===== src/l2c_pkg.sv =====
`default_nettype none
// ~~~~~~~~~~~~~~~~~~~~~~~~~~~~~~
// BEATS must equal 2**BEAT_W and TAG_W must fill the address above the index
// ~~~~~~~~~~~~~~~~~~~~~~~~~~~~~~

package l2c_pkg;

	// Address split is tag | index | offset
	localparam int ADDR_W   = 32;
	localparam int DATA_W   = 64;

	// One line is BEATS beats of DATA_W bits
	localparam int BEATS    = 4;
	localparam int BEAT_W   = 2;
	localparam int OFFSET_W = 5;

	// Set geometry
	localparam int NUM_SETS = 8;
	localparam int INDEX_W  = 3;
	localparam int TAG_W    = 24;

	// Associativity
	localparam int NUM_WAYS = 4;
	localparam int WAY_W    = 2;

	// Controller states
	localparam logic [2:0] ST_FREE   = 3'd0;
	// Tag compare on the latched address
	localparam logic [2:0] ST_CHECK  = 3'd1;
	// Line fill from memory
	localparam logic [2:0] ST_REFILL = 3'd2;
	// Burst back to the instruction client
	localparam logic [2:0] ST_RESP_I = 3'd3;
	// Burst back to the data client
	localparam logic [2:0] ST_RESP_D = 3'd4;
	// One cycle to drop every valid bit
	localparam logic [2:0] ST_FENCE  = 3'd5;

endpackage

`default_nettype wire


===== src/l2c_hit_mux.sv =====
`default_nettype none
// ~~~~~~~~~~~~~~~~~~~~~~~~~~~~~~
// Output data is zero when no way hits
// ~~~~~~~~~~~~~~~~~~~~~~~~~~~~~~

module l2c_hit_mux (
	input  logic [l2c_pkg::NUM_WAYS-1:0]                      way_hit,
	input  logic [l2c_pkg::NUM_WAYS-1:0][l2c_pkg::DATA_W-1:0] way_rdata,
	output logic                                              any_hit,
	output logic [l2c_pkg::DATA_W-1:0]                        rdata
);

	assign any_hit = |way_hit;

	// AND-OR select, relies on a single hitting way
	always_comb begin
		rdata = '0;
		for (int w = 0; w < l2c_pkg::NUM_WAYS; w++) begin
			rdata = rdata | (way_rdata[w] & {l2c_pkg::DATA_W{way_hit[w]}});
		end
	end

	// A line is never cached in two ways of one set
	always_comb begin
		a_hit_onehot0: assert final ($onehot0(way_hit));
	end

endmodule

`default_nettype wire


===== config.mk =====
export PLATFORM = sky130hd
export DESIGN_NAME = l2c_hit_mux
export DESIGN_NICKNAME = d
export VERILOG_FILES = /design/src/l2c_pkg.sv /design/src/l2c_hit_mux.sv
export SDC_FILE = /design/constraint.sdc
export NUM_CORES = 1
export LEC_CHECK = 0
export BUFFER_PORTS_ARGS = -buffer_cell sky130_fd_sc_hd__buf_2
export CORE_AREA = 2 2 126 128
export DETAILED_ROUTE_END_ITERATION = 10
export DIE_AREA = 0 0 128 130
export PLACE_DENSITY = 0.41
export SETUP_SLACK_MARGIN = 0.2
export SYNTH_ARGS = -nofsm -noshare
export SYNTH_HDL_FRONTEND = slang
export SYNTH_SLANG_ARGS = --single-unit

===== constraint.sdc =====
create_clock -name vclk -period 0.9
set_clock_uncertainty 0.05 [all_clocks]
set_input_delay 0.135 -clock vclk [all_inputs]
set_output_delay 0.135 -clock vclk [all_outputs]
set_load 0.01 [all_outputs]

Word level (Yosys, flattened, before mapping):

Cells that the tools add are included.

* bits in registers: 0
* bits of input ports: 260
* output and inout port bits: 65
* word-level logic and storage cells: 8

* bitwise operators: 7
* reduce and logical (&&, ||, !) cells: 1

Operators by type and width (number)
* $and 64x64->64: 4
* $or 64x64->64: 3
* $reduce_or 4->1: 1

Logic depth before layout (Yosys ltp):

* depth in word-level cells: 4
* depth in mapped cells: 4
* mapped depth without buffers: 2

Worst setup path before layout:

No wires, ideal clock.

* path kind: input to output
* start: input way_hit[0] (netlist bit)
* end: output any_hit
* arrival time: 0.707 ns
* required time: 0.715 ns
* path slack: 0.008 ns
* stages on the path: 1
* path buffers: 0
* path through: or4_1

* word-level cells in the longest chain between the ends: 1

RTL lines
* start, declared: RTL line l2c_hit_mux.sv:7 `input logic [l2c_pkg::NUM_WAYS-1:0] way_hit,`
* $reduce_or 4->1: RTL line l2c_hit_mux.sv:13 `assign any_hit = |way_hit;`
* end, declared: RTL line l2c_hit_mux.sv:9 `output logic any_hit,`

Every way passes these cells.

Worst setup path in the final report:

* start: input way_hit[2] (netlist bit)
* end: output any_hit

The elaborated chain is that of the path after synthesis.

==> results.json <==
{
  "drt-total-wl_um": 12180,
  "critical_path.top_delay_family": "simple AND/OR/NAND/NOR gates",
  "violations": "setup timing",
  "grt_max_degree": 40,
  "cp.arrival_ps": 910,
  "worstHoldStart": "way_rdata[84]",
  "holdPathStages": 4,
  "rows": 46,
  "dieArea_um2": 16640,
  "p_comb_share_pct": 100.0,
  "grt_remaining_overflow": 0,
  "max-slew-margin-rel_pct": 81.15,
  "place.gp.congestion": 0.8176,
  "antenna_found_initial": 1,
  "p_per_area_nw_per_um2": 530.7,
  "layout.nets": 813,
  "layout_setup_ws_ps": -195.6,
  "setup_viol": 65,
  "postRouteAntennaNets": 0,
  "synth_xor_area_share_pct": 0,
  "hold_path.class": "in -> out",
  "cpMaxStageDelayCell": "or4_4",
  "worstPathCellList": "buf_12 > or4_4 > buf_6",
  "path_class": "in -> out",
  "switching_share_pct": 44.21,
  "p_int_mw": 1.304,
  "drv_cap": 0,
  "synth.top_cells.by_area": "a22oi_1 52%, a22oi_2 16%, nand2_1 15%",
  "ios": 325,
  "synth_top_family_by_area": "compound AO/OA/AOI/OAI gates",
  "drt_iter0_drc": 128,
  "drc_errors": 0,
  "setup_tns_ps": -8531,
  "fin_area_um2": 4404,
  "status": "complete, but fails checks",
  "drive_above_1_share_pct": 84.94,
  "num_vias": 3288,
  "syn_area_per_cell_um2": 7.032,
  "avgRoutedWirePerCell_um": 16.40,
  "post-route-util_pct": 28.55,
  "yosys_warnings": 0,
  "firstDrtPassIters": 4,
  "seq_cell_count": 0,
  "seqPwrFrac_pct": 0,
  "synth_compound_gate_area_share_pct": 68.28,
  "switchingPower_mw": 1.033,
  "clkbuf_count": 0,
  "fp.dieW_um": 128,
  "synthesis.area_um2": 1554,
  "cts_hold_buf": 0,
  "synth_fp_nets": 481,
  "start_util_pct": 10.07,
  "yosysTopAreaCellShare_pct": 52.17,
  "critical-path-max-stage-delay_ps": 510,
  "dp_hpwl_um": 8302,
  "grt.total_usage_pct": 12.80,
  "rsz0062_at_grt": "true",
  "timing.final.crit_share_pct": 121.7,
  "power_mw": 2.337,
  "synth.most_common_cell": "a22oi_1",
  "syn_inst": 221,
  "fin_crit_ps": 1096,
  "crit_required_ps": 710,
  "worstMarginPinSlew_ps": 282.8,
  "first_global_vias": 3211,
  "cp-start-kind": "input pin",
  "synth_mux_area_share_pct": 0,
  "yosysSeqAreaShare_pct": 0,
  "fmax_ghz": 0.9127,
  "area_delta_synth_final_pct": 183.4,
  "cp_max_fo": 6,
  "min_to": "rdata[20]",
  "synth_fa_ha_area_share_pct": 0,
  "yosys.area_share.simple_pct": 15.94,
  "die_h_um": 130,
  "grt_pass1_wl_um": 16860,
  "synth_top_area_cell": "a22oi_1",
  "hold_viol_final": 0,
  "regArea_um2": 0,
  "core_um2": 15420,
  "placed_cell_area_um2": 3665,
  "numPortBuffers": 325,
  "antenna_cells": 0,
  "cp.depth": 3,
  "finalMaxSlewViolations": 0,
  "via_per_inst": 4.425,
  "peakVddDrop_v": 0.0003475,
  "path_buf_inv": 2,
  "p_clk_share_pct": 0,
  "netlist-cell-type-count": 7,
  "p_leak_nw": 2.138,
  "synth_common_cells": "108 x a22oi_1, 64 x nand2_1, 20 x a22oi_2",
  "worstSetupEndpointType": "output pin"
}
through the flow:
stage               hold slack (ps)  setup WS, ps  instances
finish                        504.9        -195.6        743
detailed placement            507.7        -269.3        725
floorplan                     321.1         49.43        221
global route                  520.4        -214.8        743
global placement              502.8        -258.0        725
CTS                           507.5        -204.9        740
what timing repair did:
action                                  4_1_cts  5_1_grt
gates resized for setup                      63       12
pin swaps                                     3        5
endpoints found under the setup margin       65       65
hold endpoints to repair                      0        0
gates cloned                                 14        2
setup buffers                                 1        1
layer usage:
metal / GRT usage, % / wire length [um] / share of wire, % / vias up
met5: 0 / 13 / 0.11 / -
met4: 1.099 / 70 / 0.57 / 2
met3: 1.640 / 739 / 6.1 / 10
met2: 25.17 / 6491 / 53 / 174
met1: 15.36 / 4867 / 40 / 1535
li1: - / - / - / 1567
worst max path at each step:
stage | from | end | slack [ps]
final | way_hit[2] | any_hit | -200
after global routing | way_hit[0] | rdata[52] | -210
after CTS | way_hit[2] | any_hit | -200
after detailed placement | way_hit[0] | rdata[34] | -270
after global placement | way_hit[0] | rdata[33] | -260
after floorplan | way_hit[0] | any_hit | 50
power groups by stage:
stage	sequential [mW]	clock [mW]	combinational, mW
global placement	0	0	1.89
detailed placement	0	0	1.90
global route	0	0	2.53
CTS	0	0	2.30
floorplan	0	0	0.959
finish	0	0	2.34
cell type report:
| class | instances | area [um2] |
|---|---|---|
| Multi-Input combinational cell | 193 | 1758 |
| Fill cell | 1690 | 11020 |
| Tap cell | 192 | 240.2 |
| Timing Repair Buffer | 358 | 2406 |
cells in the final DEF, fill, tap and decap left out:
master / netlist / routed
nand2_1: 64 / 64
buf_8: 0 / 1
buf_16: 0 / 17
buf_6: 16 / 7
clkbuf_16: 0 / 1
a22oi_1: 108 / 19
bufbuf_16: 0 / 1
a22oi_2: 20 / 109
or4_4: 0 / 1
buf_4: 2 / 4
buf_12: 0 / 8
buf_2: 10 / 319
kinds of logic (layout without fill, tap and decap cells):
family	after synthesis	count (layout)
and+or+nand+nor	65	65
buffers and inverters	28	358
AOI/OAI and AO/OA	128	128
No activity file was read; power rests on OpenSTA's default activity.
