<file path="src/l2c_pkg.sv">
`default_nettype none
// ~~~~~~~~~~~~~~~~~~~~~~~~~~~~~~
// BEATS must equal 2**BEAT_W and TAG_W must fill the address above the index
// ~~~~~~~~~~~~~~~~~~~~~~~~~~~~~~

package l2c_pkg;

	// Address split is tag | index | offset
	localparam int ADDR_W   = 32;
	localparam int DATA_W   = 64;

	// One line is BEATS beats of DATA_W bits
	localparam int BEATS    = 4;
	localparam int BEAT_W   = 2;
	localparam int OFFSET_W = 5;

	// Set geometry
	localparam int NUM_SETS = 8;
	localparam int INDEX_W  = 3;
	localparam int TAG_W    = 24;

	// Associativity
	localparam int NUM_WAYS = 4;
	localparam int WAY_W    = 2;

	// Controller states
	localparam logic [2:0] ST_FREE   = 3'd0;
	// Tag compare on the latched address
	localparam logic [2:0] ST_CHECK  = 3'd1;
	// Line fill from memory
	localparam logic [2:0] ST_REFILL = 3'd2;
	// Burst back to the instruction client
	localparam logic [2:0] ST_RESP_I = 3'd3;
	// Burst back to the data client
	localparam logic [2:0] ST_RESP_D = 3'd4;
	// One cycle to drop every valid bit
	localparam logic [2:0] ST_FENCE  = 3'd5;

endpackage

`default_nettype wire

</file>
<file path="src/l2c_way.sv">
`default_nettype none
// ~~~~~~~~~~~~~~~~~~~~~~~~~~~~~~
// Read data appears the cycle after read_en and holds until the next one
// ~~~~~~~~~~~~~~~~~~~~~~~~~~~~~~

module l2c_way (
	input  logic                         CLK,
	input  logic                         reset,
	input  logic [l2c_pkg::INDEX_W-1:0]  set_index,
	input  logic [l2c_pkg::TAG_W-1:0]    req_tag,
	input  logic                         read_en,
	input  logic [l2c_pkg::BEAT_W-1:0]   read_beat,
	input  logic                         refill_we,
	input  logic [l2c_pkg::BEAT_W-1:0]   refill_beat,
	input  logic [l2c_pkg::DATA_W-1:0]   refill_data,
	input  logic                         refill_last,
	input  logic                         fence_clear,
	input  logic                         victim,
	output logic                         hit,
	output logic                         valid_at_index,
	output logic [l2c_pkg::DATA_W-1:0]   rdata
);

	// One tag and one valid bit per set
	logic [l2c_pkg::TAG_W-1:0]    tag_mem [l2c_pkg::NUM_SETS];
	logic [l2c_pkg::NUM_SETS-1:0] valid_q;

	// Data indexed by {set, beat}
	logic [l2c_pkg::DATA_W-1:0]   data_mem [l2c_pkg::NUM_SETS * l2c_pkg::BEATS];

	assign valid_at_index = valid_q[set_index];
	assign hit            = valid_at_index && (tag_mem[set_index] == req_tag);

	// Line becomes valid only after its final beat lands
	always_ff @(posedge CLK) begin
		if (reset)
			valid_q <= '0;
		else if (fence_clear)
			valid_q <= '0;
		else if (refill_last && victim)
			valid_q[set_index] <= 1'b1;
	end

	always_ff @(posedge CLK) begin
		if (refill_last && victim)
			tag_mem[set_index] <= req_tag;
	end

	// One beat written per memory transfer
	always_ff @(posedge CLK) begin
		if (refill_we && victim)
			data_mem[{set_index, refill_beat}] <= refill_data;
	end

	// Registered read, held while the client stalls
	always_ff @(posedge CLK) begin
		if (read_en)
			rdata <= data_mem[{set_index, read_beat}];
	end

	// Refill and fence come from different controller states
	a_last_vs_fence: assert property (@(posedge CLK) disable iff (reset)
		!(refill_last && fence_clear));

endmodule

`default_nettype wire

</file>
<file path="config.mk">
export PLATFORM = sky130hd
export DESIGN_NAME = l2c_way
export DESIGN_NICKNAME = d
export VERILOG_FILES = /design/src/l2c_pkg.sv /design/src/l2c_way.sv
export SDC_FILE = /design/constraint.sdc
export NUM_CORES = 2
export LEC_CHECK = 0
export BUFFER_PORTS_ARGS = -buffer_cell sky130_fd_sc_hd__buf_2
export CAP_MARGIN = 15
export CORE_MARGIN = 2
export CORE_UTILIZATION = 40
export DETAILED_ROUTE_END_ITERATION = 12
export PLACE_DENSITY = 0.66
export SLEW_MARGIN = 40
export SYNTH_ARGS = -nofsm -noshare
export SYNTH_HDL_FRONTEND = slang
export SYNTH_SLANG_ARGS = --single-unit
</file>
<file path="constraint.sdc">
create_clock -name CLK -period 6.5 [get_ports CLK]
set_clock_uncertainty 0.2 [all_clocks]
set_input_delay 0.325 -clock CLK [delete_from_list [all_inputs] [get_ports CLK]]
set_output_delay 0.325 -clock CLK [all_outputs]
set_load 0.01 [all_outputs]
</file>
=== Yosys cells after proc, flatten, opt, wreduce, memory -nomap -nowiden ===
Memories as Yosys holds them, arrays and structs flattened. A register that Yosys moved wholly into a read port is not among the register bits.
Cells that the tools add are included.

* $lt $le $gt $ge: 2
* Equality and inequality tests: 1
* Mux-type cells: 8
* Bitwise gates (word level): 1
* Reductions and logical operators: 5

{| class="wikitable"
|+ Operator list
! cell !! count
|-
| $eq 24x24->1 || 1
|-
| $or 8x8->8 || 1
|-
| $mux 1 || 6
|-
| $logic_and 1x1->1 || 4
|-
| $lt 3x4->1 const B || 1
|-
| $bmux 1 s3 || 1
|-
| $demux 1 s3 || 1
|-
| $ge 3x1->1 const B || 1
|-
| $reduce_or 2->1 || 1
|}

* Register bits after elaboration: 8
* RAM bits: 2240
* Bits of input ports: 102
* Output and inout port bits: 66
* Logic and storage cells: 20
* Memories kept: 2

{| class="wikitable"
|+ Memories
! memory !! words !! width !! read ports !! clocked after Yosys merged registers in !! wr ports !! RTL line !! RTL
|-
| data_mem || 32 || 64 || 1 || 1 || 1 || l2c_way.sv:29 || <nowiki>logic [l2c_pkg::DATA_W-1:0] data_mem [l2c_pkg::NUM_SETS * l2c_pkg::BEATS];</nowiki>
|-
| tag_mem || 8 || 24 || 1 || 0 || 1 || l2c_way.sv:25 || <nowiki>logic [l2c_pkg::TAG_W-1:0] tag_mem [l2c_pkg::NUM_SETS];</nowiki>
|}

=== Logic depth before layout (Yosys ltp) ===
* Depth after elaboration: 5
* Mapped depth: 10
* Gate-level depth less buffers: 6

=== Least setup slack after synthesis ===
OpenSTA, ideal clock, no wires.

* Path kind: in2reg
* Start point: input port set_index[2] (netlist name)
* End point: memory data_mem[17][0] (netlist name), enable pin
* Library setup time: 487 ps
* Arrival time: 4258 ps
* Data required time: 5813 ps
* Slack: 1556 ps
* Stages on the path: 7
* Path buffers: 5
* Path through: buf_2 -> buf_6 -> buf_2 -> clkbuf_1 -> clkbuf_1 -> nand2_1 -> nor2_1

{| class="wikitable"
|+ RTL lines
! element !! RTL line !! RTL
|-
| start: declaration || l2c_way.sv:9 || <nowiki>input logic [l2c_pkg::INDEX_W-1:0] set_index,</nowiki>
|-
| end: declaration || l2c_way.sv:29 ||
|}

Straight into the memory's write port.

=== Worst setup path in the final report ===
* Start point: memory tag_mem[7][19] (netlist name)
* End point: output port hit

* Cells in the longest elaborated chain, start to end: 3

{| class="wikitable"
|+ Ends and longest elaborated chain
! element !! RTL line !! RTL
|-
| start: declaration || l2c_way.sv:25 ||
|-
| $mem_v2 8x24 || -- ||
|-
| $eq 24x24->1 || l2c_way.sv:32 || <nowiki>assign hit = valid_at_index && (tag_mem[set_index] == req_tag);</nowiki>
|-
| $logic_and 1x1->1 || l2c_way.sv:32 ||
|-
| end: declaration || l2c_way.sv:19 || <nowiki>output logic hit,</nowiki>
|}

No other way between the ends.

==> results.py <==
metrics = {
    "synthesis": {
        "synth_most_common_cell": "edfxtp_1",
        "synth-compound-area-share_pct": 2.82,
        "async_flop_share_pct": 0,
        "yosysSeqAreaShare_pct": 80.5,
        "syn_area_mm2": 0.0862,
        "synth.area.top_cells": "edfxtp_1 (80%), mux4_2 (14%), a22oi_1 (2.3%), mux2i_1 (0.72%), clkbuf_1 (0.57%)",
        "synth_area_leader_cell": "edfxtp_1",
        "synthTopCellsByCount": "edfxtp_1 (2304), mux4_2 (524), a22oi_1 (267)",
        "synth_ff_type": "edfxtp_1",
        "synth_top_family_by_area": "multiplexers",
        "yosysUniqueCellTypes": 53,
        "synth_top_area_share_pct": 80.3,
        "syn_nets": 3702,
        "avgSynthCellArea_um2": 23.9,
        "ys_ff_latch": 2312,
        "synth_xor_area_share_pct": 0.122,
        "synthMuxAreaShare_pct": 14.7,
        "synth_simple_gate_area_share_pct": 0.983,
        "yosys.area_share.adder_pct": 0,
        "synthCells": 3600,
        "synth_edf_count": 2304,
        "synth_warnings": 0,
    },
    "setup_path": {
        "slowest_delay_ns": 0.58,
        "ff2ff_setup_slack_ns": 4.35,
        "crit_path_end_kind": "output pin",
        "crit_type": "flop to output pin",
        "crit_arrival_ns": 3.48,
        "path_cells": "mux4_2, mux2i_1, xor2_1, o21ai_1, or4_1, nor4_2, buf_2",
        "rr_worst_depth": 4,
        "critPathMaxFanout": 1,
        "required_ns": 5.97,
        "start_kind": "flop",
        "cp_slowest_cell": "or4_1",
        "rr_endpoint": "rdata[37]$_DFFE_PP_",
        "timing.rr.start": "data_mem[20][37]$_DFFE_PP_",
    },
    "route": {
        "ant_nets": 0,
        "wire_per_inst_um": 29.1,
        "drc": 0,
        "highest_layer": "met5",
        "vias": 40532,
        "met2_length_um": 99600,
        "routed_wirelength_um": 205000,
        "first_pass_iters": 6,
        "route.layer.met1.wl_um": 83500,
        "vias_per_cell": 5.75,
        "wl_met3_um": 17900,
        "first_iter_violations": 5320,
    },
    "floorplan": {
        "die_w_um": 468,
        "pin_count": 168,
        "core_mm2": 0.214,
        "die_area_mm2": 0.219,
        "initial_utilization_pct": 40.2,
        "die_h_um": 468,
        "num_rows": 170,
    },
    "grt": {
        "antenna_found_initial": 15,
        "grt_pass1_wl_um": 296000,
        "grt_pass1_vias": 40851,
        "gr-total-overflow": 0,
        "grt_start_max_net_pins": 102,
        "grt.total_usage_pct": 18.7,
    },
    "cts": {
        "root_buffer": "clkbuf_16",
        "clk_pin_slew_worst_paths_ns": 0.06,
        "clockBufferDepth": 3,
        "clkLatencyLatePin_ns": 0.89,
        "cts_tree": "done",
        "cts_buffers": 221,
        "cts_sinks": 2312,
        "post_cts_buffers": 0,
        "cts-hold-fix-buffers": 97,
        "htree_levels": 4,
        "cts-resized-gates": 0,
    },
    "final_layout": {
        "drive_gt1_share_pct": 28.0,
        "fillers": 17286,
        "nNetsFinal": 4116,
        "final_area_mm2": 0.100,
        "area_delta_synth_final_pct": 16.2,
        "fin_cells": 7052,
        "finalCoreUtilization_pct": 46.7,
    },
    "placement": {
        "globalplace.congestion": 0.761,
        "io_buffers": 167,
        "placedCellCount": 6529,
        "dpl_worst_slack_ns": 2.55,
        "dp_hpwl_um": 116000,
        "place_area_mm2": 0.0918,
    },
    "power_and_ir_drop": {
        "peakVddDrop_v": 0.000287,
        "cellPowerDensity_mw_per_mm2": 308,
        "power_leakage_uw": 0.0310,
    },
    "sta": {
        "fin_setup_tns_ns": 0,
        "worst_pin_slew_ns": 0.857,
        "slew_headroom_pct": 42.8,
        "period_needed_ns": 4.00,
        "setup_viol": 0,
        "drv_slew": 0,
        "period_share_pct": 61.6,
        "fin_ws_ns": 2.50,
        "fmax_mhz": 250,
        "hold_viol": 0,
        "rsz0062_at_grt": "false",
    },
    "min_path": {
        "hp-start": "req_tag[19]",
        "hold_path_class": "input pin to flop",
        "worstHoldPathCells": 2,
        "holdPathEnd": "tag_mem[2][19]$_DFFE_PP_",
    },
    "run": {
        "cap_violations": 0,
    },
    "run_status": {
        "status": "finished, final reports clean",
    },
}
[per-stage QoR]
step / hold WS (ns) / power, uW
2_1_floorplan: 0.224 / 17600
3_3_place_gp: 0.243 / 18200
3_5_place_dp: 0.251 / 18300
4_1_cts: 0.0467 / 31000
5_1_grt: 0.118 / 31600
6_report: 0.120 / 30800
[metal layers]
metal	GRT usage, %	vias to the layer above
met3	3.73	305
met5	0	-
met1	26.5	21816
met4	4.51	6
li1	-	16513
met2	29.9	1892
[worst max-delay path, delay by kind of cell (launching register included)]
kind            cells  cell delay, ns
flops               1            0.37
compound gates      1            0.12
mux                 2            0.65
buf+inv             1            0.21
simple gates        2            1.00
xor+xnor            1            0.31
[cell families after synthesis]
| logic type | Yosys count |
|---|---|
| AND/OR/NAND/NOR | 158 |
| AO/OA/AOI/OAI | 325 |
| flip-flops | 2312 |
| XOR/XNOR | 12 |
| buffers and inverters | 196 |
| multiplexers | 597 |
[worst max path at each step]
stage | startpoint | end | slack, ns | cells after the start
final | tag_mem[7][19]$_DFFE_PP_ | hit | 2.50 | 7
after global routing | set_index[0] | hit | 2.34 | 9
after CTS | tag_mem[7][19]$_DFFE_PP_ | hit | 2.40 | 7
after detailed placement | set_index[0] | hit | 2.55 | 9
after global placement | set_index[2] | data_mem[24][57]$_DFFE_PP_ | 2.35 | 5
after floorplan | set_index[2] | data_mem[17][0]$_DFFE_PP_ | 1.56 | 7
[layout make-up]
cell class	count	area [um2]	area share, %
antenna	10	25.0	0.0250
clock buffer	261	5700	5.69
clock inverter	152	1590	1.59
inverter	3	11.3	0.0112
multi-input combinational	1092	16300	16.3
sequential	2312	69300	69.3
tap	2838	3550	3.55
timing repair buffer	384	3560	3.56
[cell usage in the layout (no fill, tap or decap), drive strengths merged, types with 5 or more instances in the layout]
cell type / count
a21oi: 14
a221oi: 5
a22o: 6
a22oi: 267
and3: 10
buf: 286
bufinv: 23
clkbuf: 262
clkinv: 113
clkinvlp: 9
dfxtp: 8
diode: 10
dlygate4sd3: 97
edfxtp: 2304
inv: 10
mux2: 5
mux2i: 62
mux4: 530
nand2: 14
nand2b: 5
nand3: 5
nand4: 62
nor2: 48
o21a: 8
xor2: 8
[registers in the layout, summed over array words and instances (netlist names)]
name,count
tag_mem,192
valid_q,8
data_mem,2048
rdata,64
[power breakdown]
| part | internal [uW] | switching [uW] | total, uW |
|---|---|---|---|
| clock network | 7220 | 5580 | 12800 |
| registers | 16600 | 67.2 | 16600 |
| logic | 526 | 827 | 1350 |
| total | 24300 | 6480 | 30800 |
Note: power is estimated with default switching activity, not from simulation.
