--- config.mk ---
export PLATFORM = sky130hd
export DESIGN_NAME = l2c_victim_sel
export DESIGN_NICKNAME = d
export VERILOG_FILES = /design/src/l2c_pkg.sv /design/src/l2c_victim_sel.sv
export SDC_FILE = /design/constraint.sdc
export NUM_CORES = 1
export LEC_CHECK = 0
export ABC_AREA = 1
export BUFFER_PORTS_ARGS = -buffer_cell sky130_fd_sc_hd__buf_2
export CAP_MARGIN = 20
export CORE_ASPECT_RATIO = 0.9
export CORE_MARGIN = 5
export CORE_UTILIZATION = 29
export CTS_BUF_LIST = sky130_fd_sc_hd__clkbuf_2 sky130_fd_sc_hd__clkbuf_4 sky130_fd_sc_hd__clkbuf_8
export CTS_CLUSTER_DIAMETER = 80
export DETAILED_ROUTE_END_ITERATION = 10
export PLACE_DENSITY = 0.5
export SKIP_CTS_REPAIR_TIMING = 1
export SYNTH_ARGS = -nofsm -noshare
export SYNTH_HDL_FRONTEND = slang
export SYNTH_SLANG_ARGS = --single-unit
export TNS_END_PERCENT = 5
--- constraint.sdc ---
create_clock -name CLK -period 2 [get_ports CLK]
set_clock_uncertainty 0.15 [all_clocks]
set_input_delay 0.3 -clock CLK [delete_from_list [all_inputs] [get_ports CLK]]
set_output_delay 0.3 -clock CLK [all_outputs]
set_load 0.02 [all_outputs]
--- src/l2c_pkg.sv ---
`default_nettype none
// ~~~~~~~~~~~~~~~~~~~~~~~~~~~~~~
// BEATS must equal 2**BEAT_W and TAG_W must fill the address above the index
// ~~~~~~~~~~~~~~~~~~~~~~~~~~~~~~

package l2c_pkg;

	// Address split is tag | index | offset
	localparam int ADDR_W   = 32;
	localparam int DATA_W   = 64;

	// One line is BEATS beats of DATA_W bits
	localparam int BEATS    = 4;
	localparam int BEAT_W   = 2;
	localparam int OFFSET_W = 5;

	// Set geometry
	localparam int NUM_SETS = 8;
	localparam int INDEX_W  = 3;
	localparam int TAG_W    = 24;

	// Associativity
	localparam int NUM_WAYS = 4;
	localparam int WAY_W    = 2;

	// Controller states
	localparam logic [2:0] ST_FREE   = 3'd0;
	// Tag compare on the latched address
	localparam logic [2:0] ST_CHECK  = 3'd1;
	// Line fill from memory
	localparam logic [2:0] ST_REFILL = 3'd2;
	// Burst back to the instruction client
	localparam logic [2:0] ST_RESP_I = 3'd3;
	// Burst back to the data client
	localparam logic [2:0] ST_RESP_D = 3'd4;
	// One cycle to drop every valid bit
	localparam logic [2:0] ST_FENCE  = 3'd5;

endpackage

`default_nettype wire

--- src/l2c_victim_sel.sv ---
`default_nettype none
// ~~~~~~~~~~~~~~~~~~~~~~~~~~~~~~
// Choice is valid from the cycle after refill_start until the next one
// ~~~~~~~~~~~~~~~~~~~~~~~~~~~~~~

module l2c_victim_sel (
	input  logic                          CLK,
	input  logic                          reset,
	input  logic [l2c_pkg::NUM_WAYS-1:0]  valid_bits,
	input  logic                          refill_start,
	output logic [l2c_pkg::NUM_WAYS-1:0]  victim
);

	// Taps 16, 14, 13, 11
	localparam int              LFSR_W    = 16;
	localparam logic [LFSR_W-1:0] LFSR_TAPS = 16'hB400;

	logic [LFSR_W-1:0]            lfsr;
	logic [l2c_pkg::WAY_W-1:0]    free_way;
	logic [l2c_pkg::WAY_W-1:0]    pick;
	logic [l2c_pkg::NUM_WAYS-1:0] victim_next;

	// Free running, never allowed to reach zero
	always_ff @(posedge CLK) begin
		if (reset)
			lfsr <= 16'hACE1;
		else
			lfsr <= {lfsr[LFSR_W-2:0], ^(lfsr & LFSR_TAPS)};
	end

	// Lowest invalid way wins
	always_comb begin
		free_way = '0;
		for (int w = l2c_pkg::NUM_WAYS - 1; w >= 0; w--) begin
			if (!valid_bits[w])
				free_way = w[l2c_pkg::WAY_W-1:0];
		end
	end

	// Full set falls back to the LFSR
	always_comb begin
		pick = (&valid_bits) ? lfsr[l2c_pkg::WAY_W-1:0] : free_way;
		victim_next = '0;
		victim_next[pick] = 1'b1;
	end

	always_ff @(posedge CLK) begin
		if (reset)
			victim <= {{(l2c_pkg::NUM_WAYS-1){1'b0}}, 1'b1};
		else if (refill_start)
			victim <= victim_next;
	end

	// Exactly one way is written during any refill
	a_victim_onehot: assert property (@(posedge CLK) disable iff (reset)
		$onehot(victim));

endmodule

`default_nettype wire

Word level (Yosys, flattened, before mapping)
Cells that the tools add are included.
{"block": "word_totals", "wordCells": 14, "in_bits": 7, "ff_bits": 20, "out_inout_bits": 4}
{"block": "op_classes", "order_cmp": 2, "mux": 7, "n_reduce_logical": 3}
{"op": "$reduce_xor 16->1", "n": 1}
{"op": "$mux 2", "n": 5}
{"op": "$reduce_and 4->1", "n": 1}
{"op": "$lt 2x3->1 const B", "n": 1}
{"op": "$demux 1 s2", "n": 1}
{"op": "$ge 2x1->1 const B", "n": 1}
{"op": "$logic_and 1x1->1", "n": 1}
{"op": "$mux 1", "n": 1}

Logic depth before layout (Yosys ltp)
Gate-level depths: netlist of run 1.
{"block": "logic_depth", "depth_word": 9, "depth_mapped": 7, "ltp_nobuf": 7}

Worst setup path after synthesis of run 1
Ideal clock, no wire load.
{"block": "synth_path", "kind": "input -> register", "from": "input reset", "to": "register victim[0] in the netlist's numbering", "path_slack_ns": 0.981, "path_stages": 4, "arrival_time_ns": 0.755, "setup_time_ns": 0.115, "n_path_buf": 2, "cell_sequence": "buf_2 -> buf_2 -> a21oi_1 -> nand2_1"}
{"item": "start: declaration", "line": "l2c_victim_sel.sv:8", "source": "input logic reset,"}
{"item": "end signal: assignment", "line": "l2c_victim_sel.sv:49", "source": "victim <= {{(l2c_pkg::NUM_WAYS-1){1'b0}}, 1'b1};"}
{"item": "end signal: assignment", "line": "l2c_victim_sel.sv:51", "source": "victim <= victim_next;"}
{"item": "end: declaration", "line": "l2c_victim_sel.sv:11", "source": "output logic [l2c_pkg::NUM_WAYS-1:0] victim"}

Worst setup path after layout of run 1
{"block": "layout_path", "from": "register victim[2] in the netlist's numbering", "to": "output victim[2] in the netlist's numbering"}
No word-level cell between the ends.

==> metrics.log, run 1 <==
INFO  metric register_area = 400 um^2
INFO  metric globalplace.congestion = 0.714
INFO  metric drt-wirelength-per-cell = 9.15 um
INFO  metric vias = 445
INFO  metric met3RoutedLength = 61 um
INFO  metric cap_violations = 0
INFO  metric ys.warnings.count = 0
INFO  metric layout_worst_path_cycle_share = 0.629
INFO  metric timing.critical_path.max_delay_family = flip-flops
INFO  metric synth_seq_cells = 20
INFO  metric grt_pass1_wl = 1760 um
INFO  metric synthCells = 71
INFO  metric layout-drive-gt1-share = 0.301
INFO  metric cts.root.buffer_cell = clkbuf_4
INFO  metric post_dp_cell_area = 729 um^2
INFO  metric first_global_vias = 415
INFO  metric remaining_drc_errors = 0
INFO  metric ios = 11
INFO  metric worst_case_hold_slack = 141 ps
INFO  metric design_area = 782 um^2
INFO  metric fmaxAchievable = 795 MHz
INFO  metric dpl.hpwl = 724 um
INFO  metric required = 1550 ps
INFO  metric critical_path.cell_chain = buf_2
INFO  metric placed_cells_incl_taps = 106
INFO  metric tightestPinTransition = 298 ps
INFO  metric cpPeakStageDelay = 350 ps
INFO  metric cts_tree = built
INFO  metric critPathKind = flop to output port
INFO  metric antenna_fix_cells = 0
INFO  metric pwr_density_cell = 1050 nW/um^2
INFO  metric io_buffers = 10
INFO  metric final-setup-viol-count = 0
INFO  metric ir_worst_vdd = 0.000801 V
INFO  metric nNetsFinal = 91
INFO  metric ant_nets = 0
INFO  metric timing_hold_violations_final = 0
INFO  metric setup_tns = 0 ps
INFO  metric dp_worst_setup_slack = 888 ps
INFO  metric topRoutingLayerUsed = met3
INFO  metric cts_buffers = 3
INFO  metric setup.worst_path.end_class = output port
INFO  metric start_util = 0.303
INFO  metric slew_viol_final = 0
INFO  metric final_layout_fill_cell_count = 237
INFO  metric multi_input_logic_area = 208 um^2
INFO  metric cts.sink_count = 20
INFO  metric max-slew-margin-rel = 0.801
INFO  metric path_buf_inv = 1
INFO  metric synth.net_count = 78
INFO  metric ys_types = 18
INFO  metric placementRows = 16
INFO  metric detailedRoute.firstPassIterationCount = 2
INFO  metric vertical_extent_of_the_die = 55.1 um
INFO  metric final_period_minus_worst_setup_slack = 1260 ps
INFO  metric crit_arrival = 810 ps
INFO  metric met1_length = 522 um
INFO  metric crit_fanout = 2
INFO  metric finalWorstSetupSlack = 742 ps
INFO  metric dr.first_iter.drc_count = 11
INFO  metric wl = 1010 um
INFO  metric dieArea = 3310 um^2
INFO  metric clock_latency = 300 ps
INFO  metric groute.usage.overall = 0.0750
INFO  metric status = complete, no violations
INFO  metric grt.overflow.total = 0
INFO  metric cpMaxStageDelayCell = dfxtp_1
INFO  metric flow.area_growth_from_synthesis = 19.3%
INFO  metric die_w = 60.1 um
INFO  metric final_common_cell = dfxtp_1
INFO  metric most-common-layout-cells = dfxtp_1, nor2_1, buf_2
INFO  metric antenna_found_initial = 0
INFO  metric grt_start_max_net_pins = 20
INFO  metric syn_avg_cell_area = 9.23 um^2
INFO  metric floorplan.core_area = 2160 um^2
INFO  metric worst_hold_path_type = primary input to flop
INFO  metric max-clock-path-buffers = 2
INFO  metric cts.htree.levels = 1
INFO  metric clk_pin_slew_worst_paths = 110 ps
INFO  metric post_synthesis_cell_area = 656 um^2
INFO  metric layout.cells.non_filler = 110
INFO  metric grt_setup_unrepaired = false
INFO  metric power.static_leakage = 0.375 nW
INFO  metric startpoint_type = flop
INFO  metric ys_seq_area_frac = 0.611
INFO  metric vias_per_cell = 4.05
INFO  metric met2WireLength = 423 um
sequential cells by signal (all words and copies together) (netlist names):
name / cells
lfsr: 16
victim: 4
final timing paths:
kind	start	endpoint	slack [ps]	cells after the start
setup / recovery	victim[2]	victim[2]	740	1
setup reg to reg	lfsr[1]	victim[2]	950	5
hold reg to reg	lfsr[4]	lfsr[5]	260	1
hold / removal	refill_start	victim[0]	140	3
area by class of cell:
| class | instances | area share |
|---|---|---|
| sequential | 20 | 0.512 |
| multi-input combinational | 39 | 0.266 |
| timing repair buffer | 10 | 0.0640 |
| inverter | 10 | 0.0480 |
| tap | 27 | 0.0432 |
| clock inverter | 1 | 0.0384 |
| clock buffer | 3 | 0.0288 |
logic make-up (layout without fill, tap and decap cells):
| group | after synthesis | in the layout | synth area share |
|---|---|---|---|
| AOI/OAI and AO/OA | 6 | 6 | 0.0553 |
| buffers and inverters | 12 | 24 | 0.0725 |
| xor gates and xnor gates | 2 | 2 | 0.0267 |
| and+or+nand+nor | 31 | 31 | 0.235 |
| DFF | 20 | 20 | 0.611 |
layer usage:
layer  global-route usage  vias to the layer above
met3               0.0418                        0
li1                     -                      237
met4               0.0221                        0
met1               0.0940                      201
met5                    0                        -
met2                0.110                        7
synth_stat cells:
master | number | area share
nand2_1 | 8 | 0.046
nand3_1 | 2 | 0.015
inv_1 | 9 | 0.052
xnor2_1 | 1 | 0.013
clkinv_1 | 1 | 0.0057
a21o_1 | 1 | 0.011
xor2_1 | 1 | 0.013
or2_2 | 7 | 0.067
a21oi_2 | 1 | 0.013
a21oi_1 | 3 | 0.023
nand3_2 | 1 | 0.015
dfxtp_1 | 20 | 0.61
nand4_1 | 1 | 0.0095
nand2_2 | 1 | 0.0095
nor2_1 | 10 | 0.057
o21ai_0 | 1 | 0.0076
nor3_2 | 1 | 0.015
buf_2 | 2 | 0.015
where the power goes:
group	total (mW)	switching (mW)	internal, mW	leakage (nW)
Combinational	0.0663	0.0385	0.0277	0.181
Clock	0.324	0.121	0.203	0.0279
Sequential	0.433	0.00873	0.424	0.166
through the flow:
step                      power, mW   util
after floorplan               0.488      -
after global placement        0.508  0.337
after detailed placement      0.509  0.337
after CTS                     0.835  0.362
after global routing          0.867  0.362
final                         0.823  0.362
Power figures use the tool's default switching activity.
==> inputs of run 2 (changes only) <==
- ABC_AREA: 1 -> 0
- PLACE_DENSITY: 0.5 -> 0.51
- clock period: 2 -> 1.1 ns (I/O delays scaled with it)
==> metrics.log, run 2 <==
INFO  metric status = complete, no violations
INFO  metric synth.top_cells.by_count = dfxtp_1, nor2b_1, or2_2
INFO  metric top_regs = lfsr x16, victim x4
INFO  metric crit_arrival = 780 ps (-30 ps)
INFO  metric most-common-layout-cells = dfxtp_1, nor2b_1, or2_2
INFO  metric first_global_vias = 406 (-2.2%)
INFO  metric critPathKind = flop to output port
INFO  metric cts_tree = built
INFO  metric final_layout_fill_cell_count = 231 (-2.5%)
INFO  metric max-clock-path-buffers = 2 (unchanged)
INFO  metric timing.critical_path.max_delay_family = flip-flops
INFO  metric layout_worst_path_cycle_share = 0.997
INFO  metric path_buf_inv = 1 (unchanged)
INFO  metric worst_case_hold_slack = 54.8 ps (-85.9 ps)
INFO  metric grt.overflow.total = 0 (unchanged)
INFO  metric antenna_found_initial = 0 (unchanged)
INFO  metric required = 780 ps (-770 ps)
INFO  metric synthCells = 58 (-18%)
INFO  metric ios = 11 (unchanged)
INFO  metric pwr_density_cell = 1680 nW/um^2 (+59%)
INFO  metric cts_buffers = 3 (unchanged)
INFO  metric placementRows = 16 (unchanged)
INFO  metric wl = 981 um (-2.6%)
INFO  metric dp_worst_setup_slack = 5.30 ps (-883 ps)
INFO  metric crit_fanout = 2 (unchanged)
INFO  metric vias_per_cell = 4.22 (+4.2%)
INFO  metric cpPeakStageDelay = 350 ps (about the same)
INFO  metric vias = 409 (-8.1%)
INFO  metric slew_viol_final = 0 (unchanged)
INFO  metric cts.root.buffer_cell = clkbuf_4
INFO  metric async_reset_ff_frac = 0 (unchanged)
INFO  metric dpl.hpwl = 661 um (-8.7%)
INFO  metric post_dp_cell_area = 751 um^2 (+2.9%)
INFO  metric synthTopCellsByArea = dfxtp_1, nor2b_1, or2_2
INFO  metric detailedRoute.firstPassIterationCount = 4 (+2)
INFO  metric finalWorstSetupSlack = 2.83 ps (-739 ps)
INFO  metric ys_types = 22 (+4)
INFO  metric post_synthesis_cell_area = 674 um^2 (+2.9%)
INFO  metric final_period_minus_worst_setup_slack = 1100 ps
INFO  metric design_area = 813 um^2 (+4.0%)
INFO  metric vertical_extent_of_the_die = 55.8 um (+1.2%)
INFO  metric synth_seq_cells = 20 (unchanged)
INFO  metric synthFlopType = dfxtp_1
INFO  metric largest_register_ffs = 16 (unchanged)
INFO  metric clk_pin_slew_worst_paths = 110 ps (about the same)
INFO  metric final_common_cell = dfxtp_1
INFO  metric dr.first_iter.drc_count = 14 (+3)
INFO  metric groute.usage.overall = 0.0668 (-0.00820)
INFO  metric ys.warnings.count = 0 (unchanged)
INFO  metric grt_setup_unrepaired = true
INFO  metric nNetsFinal = 78 (-14%)
INFO  metric synth_top_cell_area_share = 0.594 (-0.0170)
INFO  metric grt_start_max_net_pins = 21 (+5.0%)
INFO  metric critical_path.cell_chain = buf_4
INFO  metric postLayoutCoreUtil = 0.369 (+0.00763)
INFO  metric synth_area_leader_cell = dfxtp_1
INFO  metric start_util = 0.306 (+0.00301)
INFO  metric cts.htree.levels = 1 (unchanged)
INFO  metric dieArea = 3390 um^2 (+2.4%)
INFO  metric final-setup-viol-count = 0 (unchanged)
INFO  metric cpMaxStageDelayCell = dfxtp_1
INFO  metric max-slew-margin-rel = 0.788 (-0.0133)
INFO  metric timing_hold_violations_final = 0 (unchanged)
INFO  metric placed_cells_incl_taps = 93 (-12%)
INFO  metric worst_hold_path_type = primary input to flop
INFO  metric floorplan.core_area = 2200 um^2 (+1.9%)
INFO  metric fmaxAchievable = 911 MHz
INFO  metric grt_pass1_wl = 1660 um (-5.5%)
INFO  metric layout-drive-gt1-share = 0.457 (+0.156)
INFO  metric antenna_fix_cells = 0 (unchanged)
INFO  metric ant_nets = 0 (unchanged)
INFO  metric power.static_leakage = 0.346 nW (-7.8%)
INFO  metric tightestPinTransition = 318 ps (+19.9 ps)
INFO  metric io_buffers = 10 (unchanged)
INFO  metric cts.sink_count = 20 (unchanged)
INFO  metric ir_worst_vdd = 0.000996 V (+24%)
INFO  metric layout.cells.non_filler = 97 (-12%)
INFO  metric synth_edf_count = 0 (unchanged)
INFO  metric most_frequent_cell_after_synthesis = dfxtp_1
INFO  metric cap_violations = 0 (unchanged)
INFO  metric ys_seq_area_frac = 0.594 (-0.0170)
INFO  metric syn_avg_cell_area = 11.6 um^2 (+26%)
INFO  metric clock_latency = 290 ps (about the same)
INFO  metric remaining_drc_errors = 0 (unchanged)
INFO  metric startpoint_type = flop
INFO  metric globalplace.congestion = 0.708 (-0.81%)
INFO  metric flow.area_growth_from_synthesis = 20.6%
INFO  metric largest_register_by_flop_count = lfsr
INFO  metric drt-wirelength-per-cell = 10.1 um (+10%)
INFO  metric synth.net_count = 65 (-17%)
INFO  metric setup.worst_path.end_class = output port
INFO  metric die_w = 60.8 um (+1.2%)
run 2: changes by cell type in the layout (fill, tap and decap cells not counted), sizes merged, moves of 3 or more:
cell,previous run,this run
nor2,10,1
nand2,9,2
nand3,3,0
a21oi,4,1
inv,9,3
nor2b,0,8
run 2: cell families (layout without fill, tap and decap cells):
kind of cell / after synthesis / in the layout / share of synthesized area
compound gates: 6 / 6 / 0.0927
xor+xnor: 3 / 3 / 0.0390
buf+inv: 5 / 17 / 0.0278
flops: 20 / 20 / 0.594
mux: 1 / 1 / 0.0148
simple gates: 23 / 23 / 0.232
run 2: final cells by class:
cell class                      instances  area (um^2)  area share
Sequential cell                        20          405       0.498
Multi-Input combinational cell         33          255       0.314
Timing Repair Buffer                   10         71.3      0.0877
Clock buffer                            4         36.3      0.0446
Tap cell                               27         33.8      0.0415
Inverter                                3         11.3      0.0138
run 2: per-stage QoR:
stage	total power, mW	TNS (ps)
after floorplan	0.912	0
after global placement	0.954	0
after detailed placement	0.954	0
after CTS	1.38	-228
after global routing	1.45	-252
final	1.36	0
run 2: power breakdown:
group          leakage [nW]  total, mW  internal (mW)  switching [mW]
sequential            0.167      0.796          0.777          0.0196
combinational         0.158      0.153         0.0809          0.0720
clock                0.0210      0.413          0.202           0.212
run 2: routing by layer:
| metal | routed length [um] | track usage |
|---|---|---|
| met4 | 10 | 0.0279 |
| met3 | 113 | 0.0487 |
| met1 | 474 | 0.0763 |
| met5 | 0 | 0 |
| met2 | 382 | 0.0931 |
run 2: worst paths after layout:
check | startpoint | to | slack (ps) | depth (start not counted)
max | victim[3] | victim[3] | 3 | 1
min | refill_start | victim[3] | 50 | 3
max reg2reg | lfsr[0] | victim[3] | 10 | 4
min reg2reg | lfsr[9] | lfsr[10] | 270 | 1
==> inputs of run 3 (changes only) <==
- PLACE_DENSITY: 0.51 -> 0.5
- clock period: 1.1 -> 1.15 ns (I/O delays scaled with it)
==> metrics.log, run 3 (same netlist as run 2, synthesis figures left out) <==
INFO  metric hold-path-endpoint = victim[3]
INFO  metric startpoint_type = flop
INFO  metric clock_latency = 300 ps (about the same)
INFO  metric final_layout_fill_cell_count = 228 (-1.3%)
INFO  metric cts.root.buffer_cell = clkbuf_4
INFO  metric worstRegToRegCells = 4 (unchanged)
INFO  metric grt_util_met3 = 0.0418 (-0.00696)
INFO  metric dr.first_iter.drc_count = 6 (-8)
INFO  metric cts_tree = built
INFO  metric fmaxAchievable = 900 MHz
INFO  metric r2r_path_end = victim[3]
INFO  metric final-setup-viol-count = 0 (unchanged)
INFO  metric placed_cells_incl_taps = 93 (unchanged)
INFO  metric drt-wirelength-per-cell = 10.4 um (+2.4%)
INFO  metric cpPeakStageDelay = 350 ps (about the same)
INFO  metric grt-busiest-layer = met2
INFO  metric vias = 414 (+1.2%)
INFO  metric nNetsFinal = 78 (unchanged)
INFO  metric start_util = 0.306 (unchanged)
INFO  metric layout_worst_path_cycle_share = 0.966
INFO  metric gr-usage-met1 = 0.0738 (-0.00247)
INFO  metric multi_input_logic_area = 255 um^2 (unchanged)
INFO  metric slew_viol_final = 0 (unchanged)
INFO  metric largest_register_by_flop_count = lfsr
INFO  metric setup.worst_path.end_class = output port
INFO  metric die_w = 60.8 um (unchanged)
INFO  metric max-clock-path-buffers = 2 (unchanged)
INFO  metric detailedRoute.firstPassIterationCount = 4 (unchanged)
INFO  metric grt_pass1_wl = 1690 um (+1.7%)
INFO  metric largest_register_ffs = 16 (unchanged)
INFO  metric globalplace.congestion = 0.720 (+1.7%)
INFO  metric worst_case_hold_slack = 71.3 ps (+16.5 ps)
INFO  metric cts_buffers = 3 (unchanged)
INFO  metric regToRegStartpoint = lfsr[0]
INFO  metric timing.critical_path.max_delay_family = flip-flops
INFO  metric worst_reg2reg_setup_slack = 50 ps (+40 ps)
INFO  metric layout.cells.non_filler = 97 (unchanged)
INFO  metric antenna_found_initial = 0 (unchanged)
INFO  metric final_period_minus_worst_setup_slack = 1110 ps
INFO  metric critical_path.cell_chain = buf_4
INFO  metric post_dp_cell_area = 751 um^2 (unchanged)
INFO  metric grt_setup_unrepaired = true
INFO  metric ios = 11 (unchanged)
INFO  metric critPathKind = flop to output port
INFO  metric crit_fanout = 2 (unchanged)
INFO  metric grt_util_met2 = 0.0992 (+0.00611)
INFO  metric flow.area_growth_from_synthesis = 21.7%
INFO  metric register_area = 404 um^2 (-0.31%)
INFO  metric hp-start = refill_start
INFO  metric most-common-layout-cells = dfxtp_1, nor2b_1, or2_2
INFO  metric ir_worst_vdd = 0.00115 V (+16%)
INFO  metric design_area = 821 um^2 (+0.92%)
INFO  metric wl = 1010 um (+2.4%)
INFO  metric path_buf_inv = 1 (unchanged)
INFO  metric clk_pin_slew_worst_paths = 110 ps (about the same)
INFO  metric io_buffers = 10 (unchanged)
INFO  metric remaining_drc_errors = 0 (unchanged)
INFO  metric max-slew-margin-rel = 0.780 (-0.00816)
INFO  metric cts.htree.levels = 1 (unchanged)
INFO  metric grt_start_max_net_pins = 21 (unchanged)
INFO  metric ant_nets = 0 (unchanged)
INFO  metric vias_per_cell = 4.27 (+1.2%)
INFO  metric required = 830 ps (+50 ps)
INFO  metric power.static_leakage = 0.350 nW (+1.3%)
INFO  metric top_regs = lfsr x16, victim x4
INFO  metric cap_violations = 0 (unchanged)
INFO  metric crit_arrival = 790 ps (about the same)
INFO  metric pwr_density_cell = 1790 nW/um^2 (+6.9%)
INFO  metric antenna_fix_cells = 0 (unchanged)
INFO  metric timing.hold.worst_path_depth = 3 (unchanged)
INFO  metric critical_path.startpoint = victim[3]
INFO  metric first_global_vias = 405 (-0.25%)
INFO  metric cpMaxStageDelayCell = dfxtp_1
INFO  metric cts.sink_count = 20 (unchanged)
INFO  metric grt.overflow.total = 0 (unchanged)
INFO  metric floorplan.core_area = 2200 um^2 (unchanged)
INFO  metric worst_hold_path_type = primary input to flop
INFO  metric final_common_cell = dfxtp_1
INFO  metric tightestPinTransition = 330 ps (+12.2 ps)
INFO  metric layout-drive-gt1-share = 0.443 (-0.0143)
INFO  metric dieArea = 3390 um^2 (unchanged)
INFO  metric dpl.hpwl = 677 um (+2.4%)
INFO  metric status = complete, no violations
INFO  metric groute.usage.overall = 0.0705 (+0.00376)
INFO  metric timing_hold_violations_final = 0 (unchanged)
INFO  metric vertical_extent_of_the_die = 55.8 um (unchanged)
INFO  metric placementRows = 16 (unchanged)
[run 3: changes by cell type in the layout (fill, tap and decap cells not counted), sizes merged]
cell,previous run,this run
bufinv,0,1
clkbuf,4,3
[run 3: worst max path at each step]
stage | endpoint | depth (start not counted)
2_1_floorplan | victim[3] | 4
3_3_place_gp | victim[3] | 4
3_5_place_dp | victim[3] | 4
4_1_cts | victim[1] | 1
5_1_grt | victim[3] | 4
6_report | victim[3] | 1
[run 3: stage by stage]
step	utilization	setup WS, ps	TNS, ps	power, mW
2_1_floorplan	-	96.1	0	0.872
3_3_place_gp	0.341	63.8	0	0.913
3_5_place_dp	0.341	52.6	0	0.913
4_1_cts	0.365	-27.5	-30.4	1.49
5_1_grt	0.373	-42.8	-44.1	1.54
6_report	0.373	39.0	0	1.47
[run 3: layout make-up]
type | instances | area share
flip-flops and latches | 20 | 0.492
clock inverters | 1 | 0.0366
repair buffers | 10 | 0.0777
well taps | 27 | 0.0412
inverters | 3 | 0.0137
multi-input cells | 33 | 0.311
clock buffers | 3 | 0.0274
[run 3: where the power goes]
part	switching, mW	internal [mW]	leakage [nW]
clock network	0.214	0.352	0.0279
registers	0.0176	0.742	0.167
logic	0.0692	0.0744	0.155
[run 3: per-layer routing]
layer  part of all wire  wire length (um)
met4              0.031                31
met5                  0                 0
met1               0.46               465
met3               0.11               112
met2               0.39               396
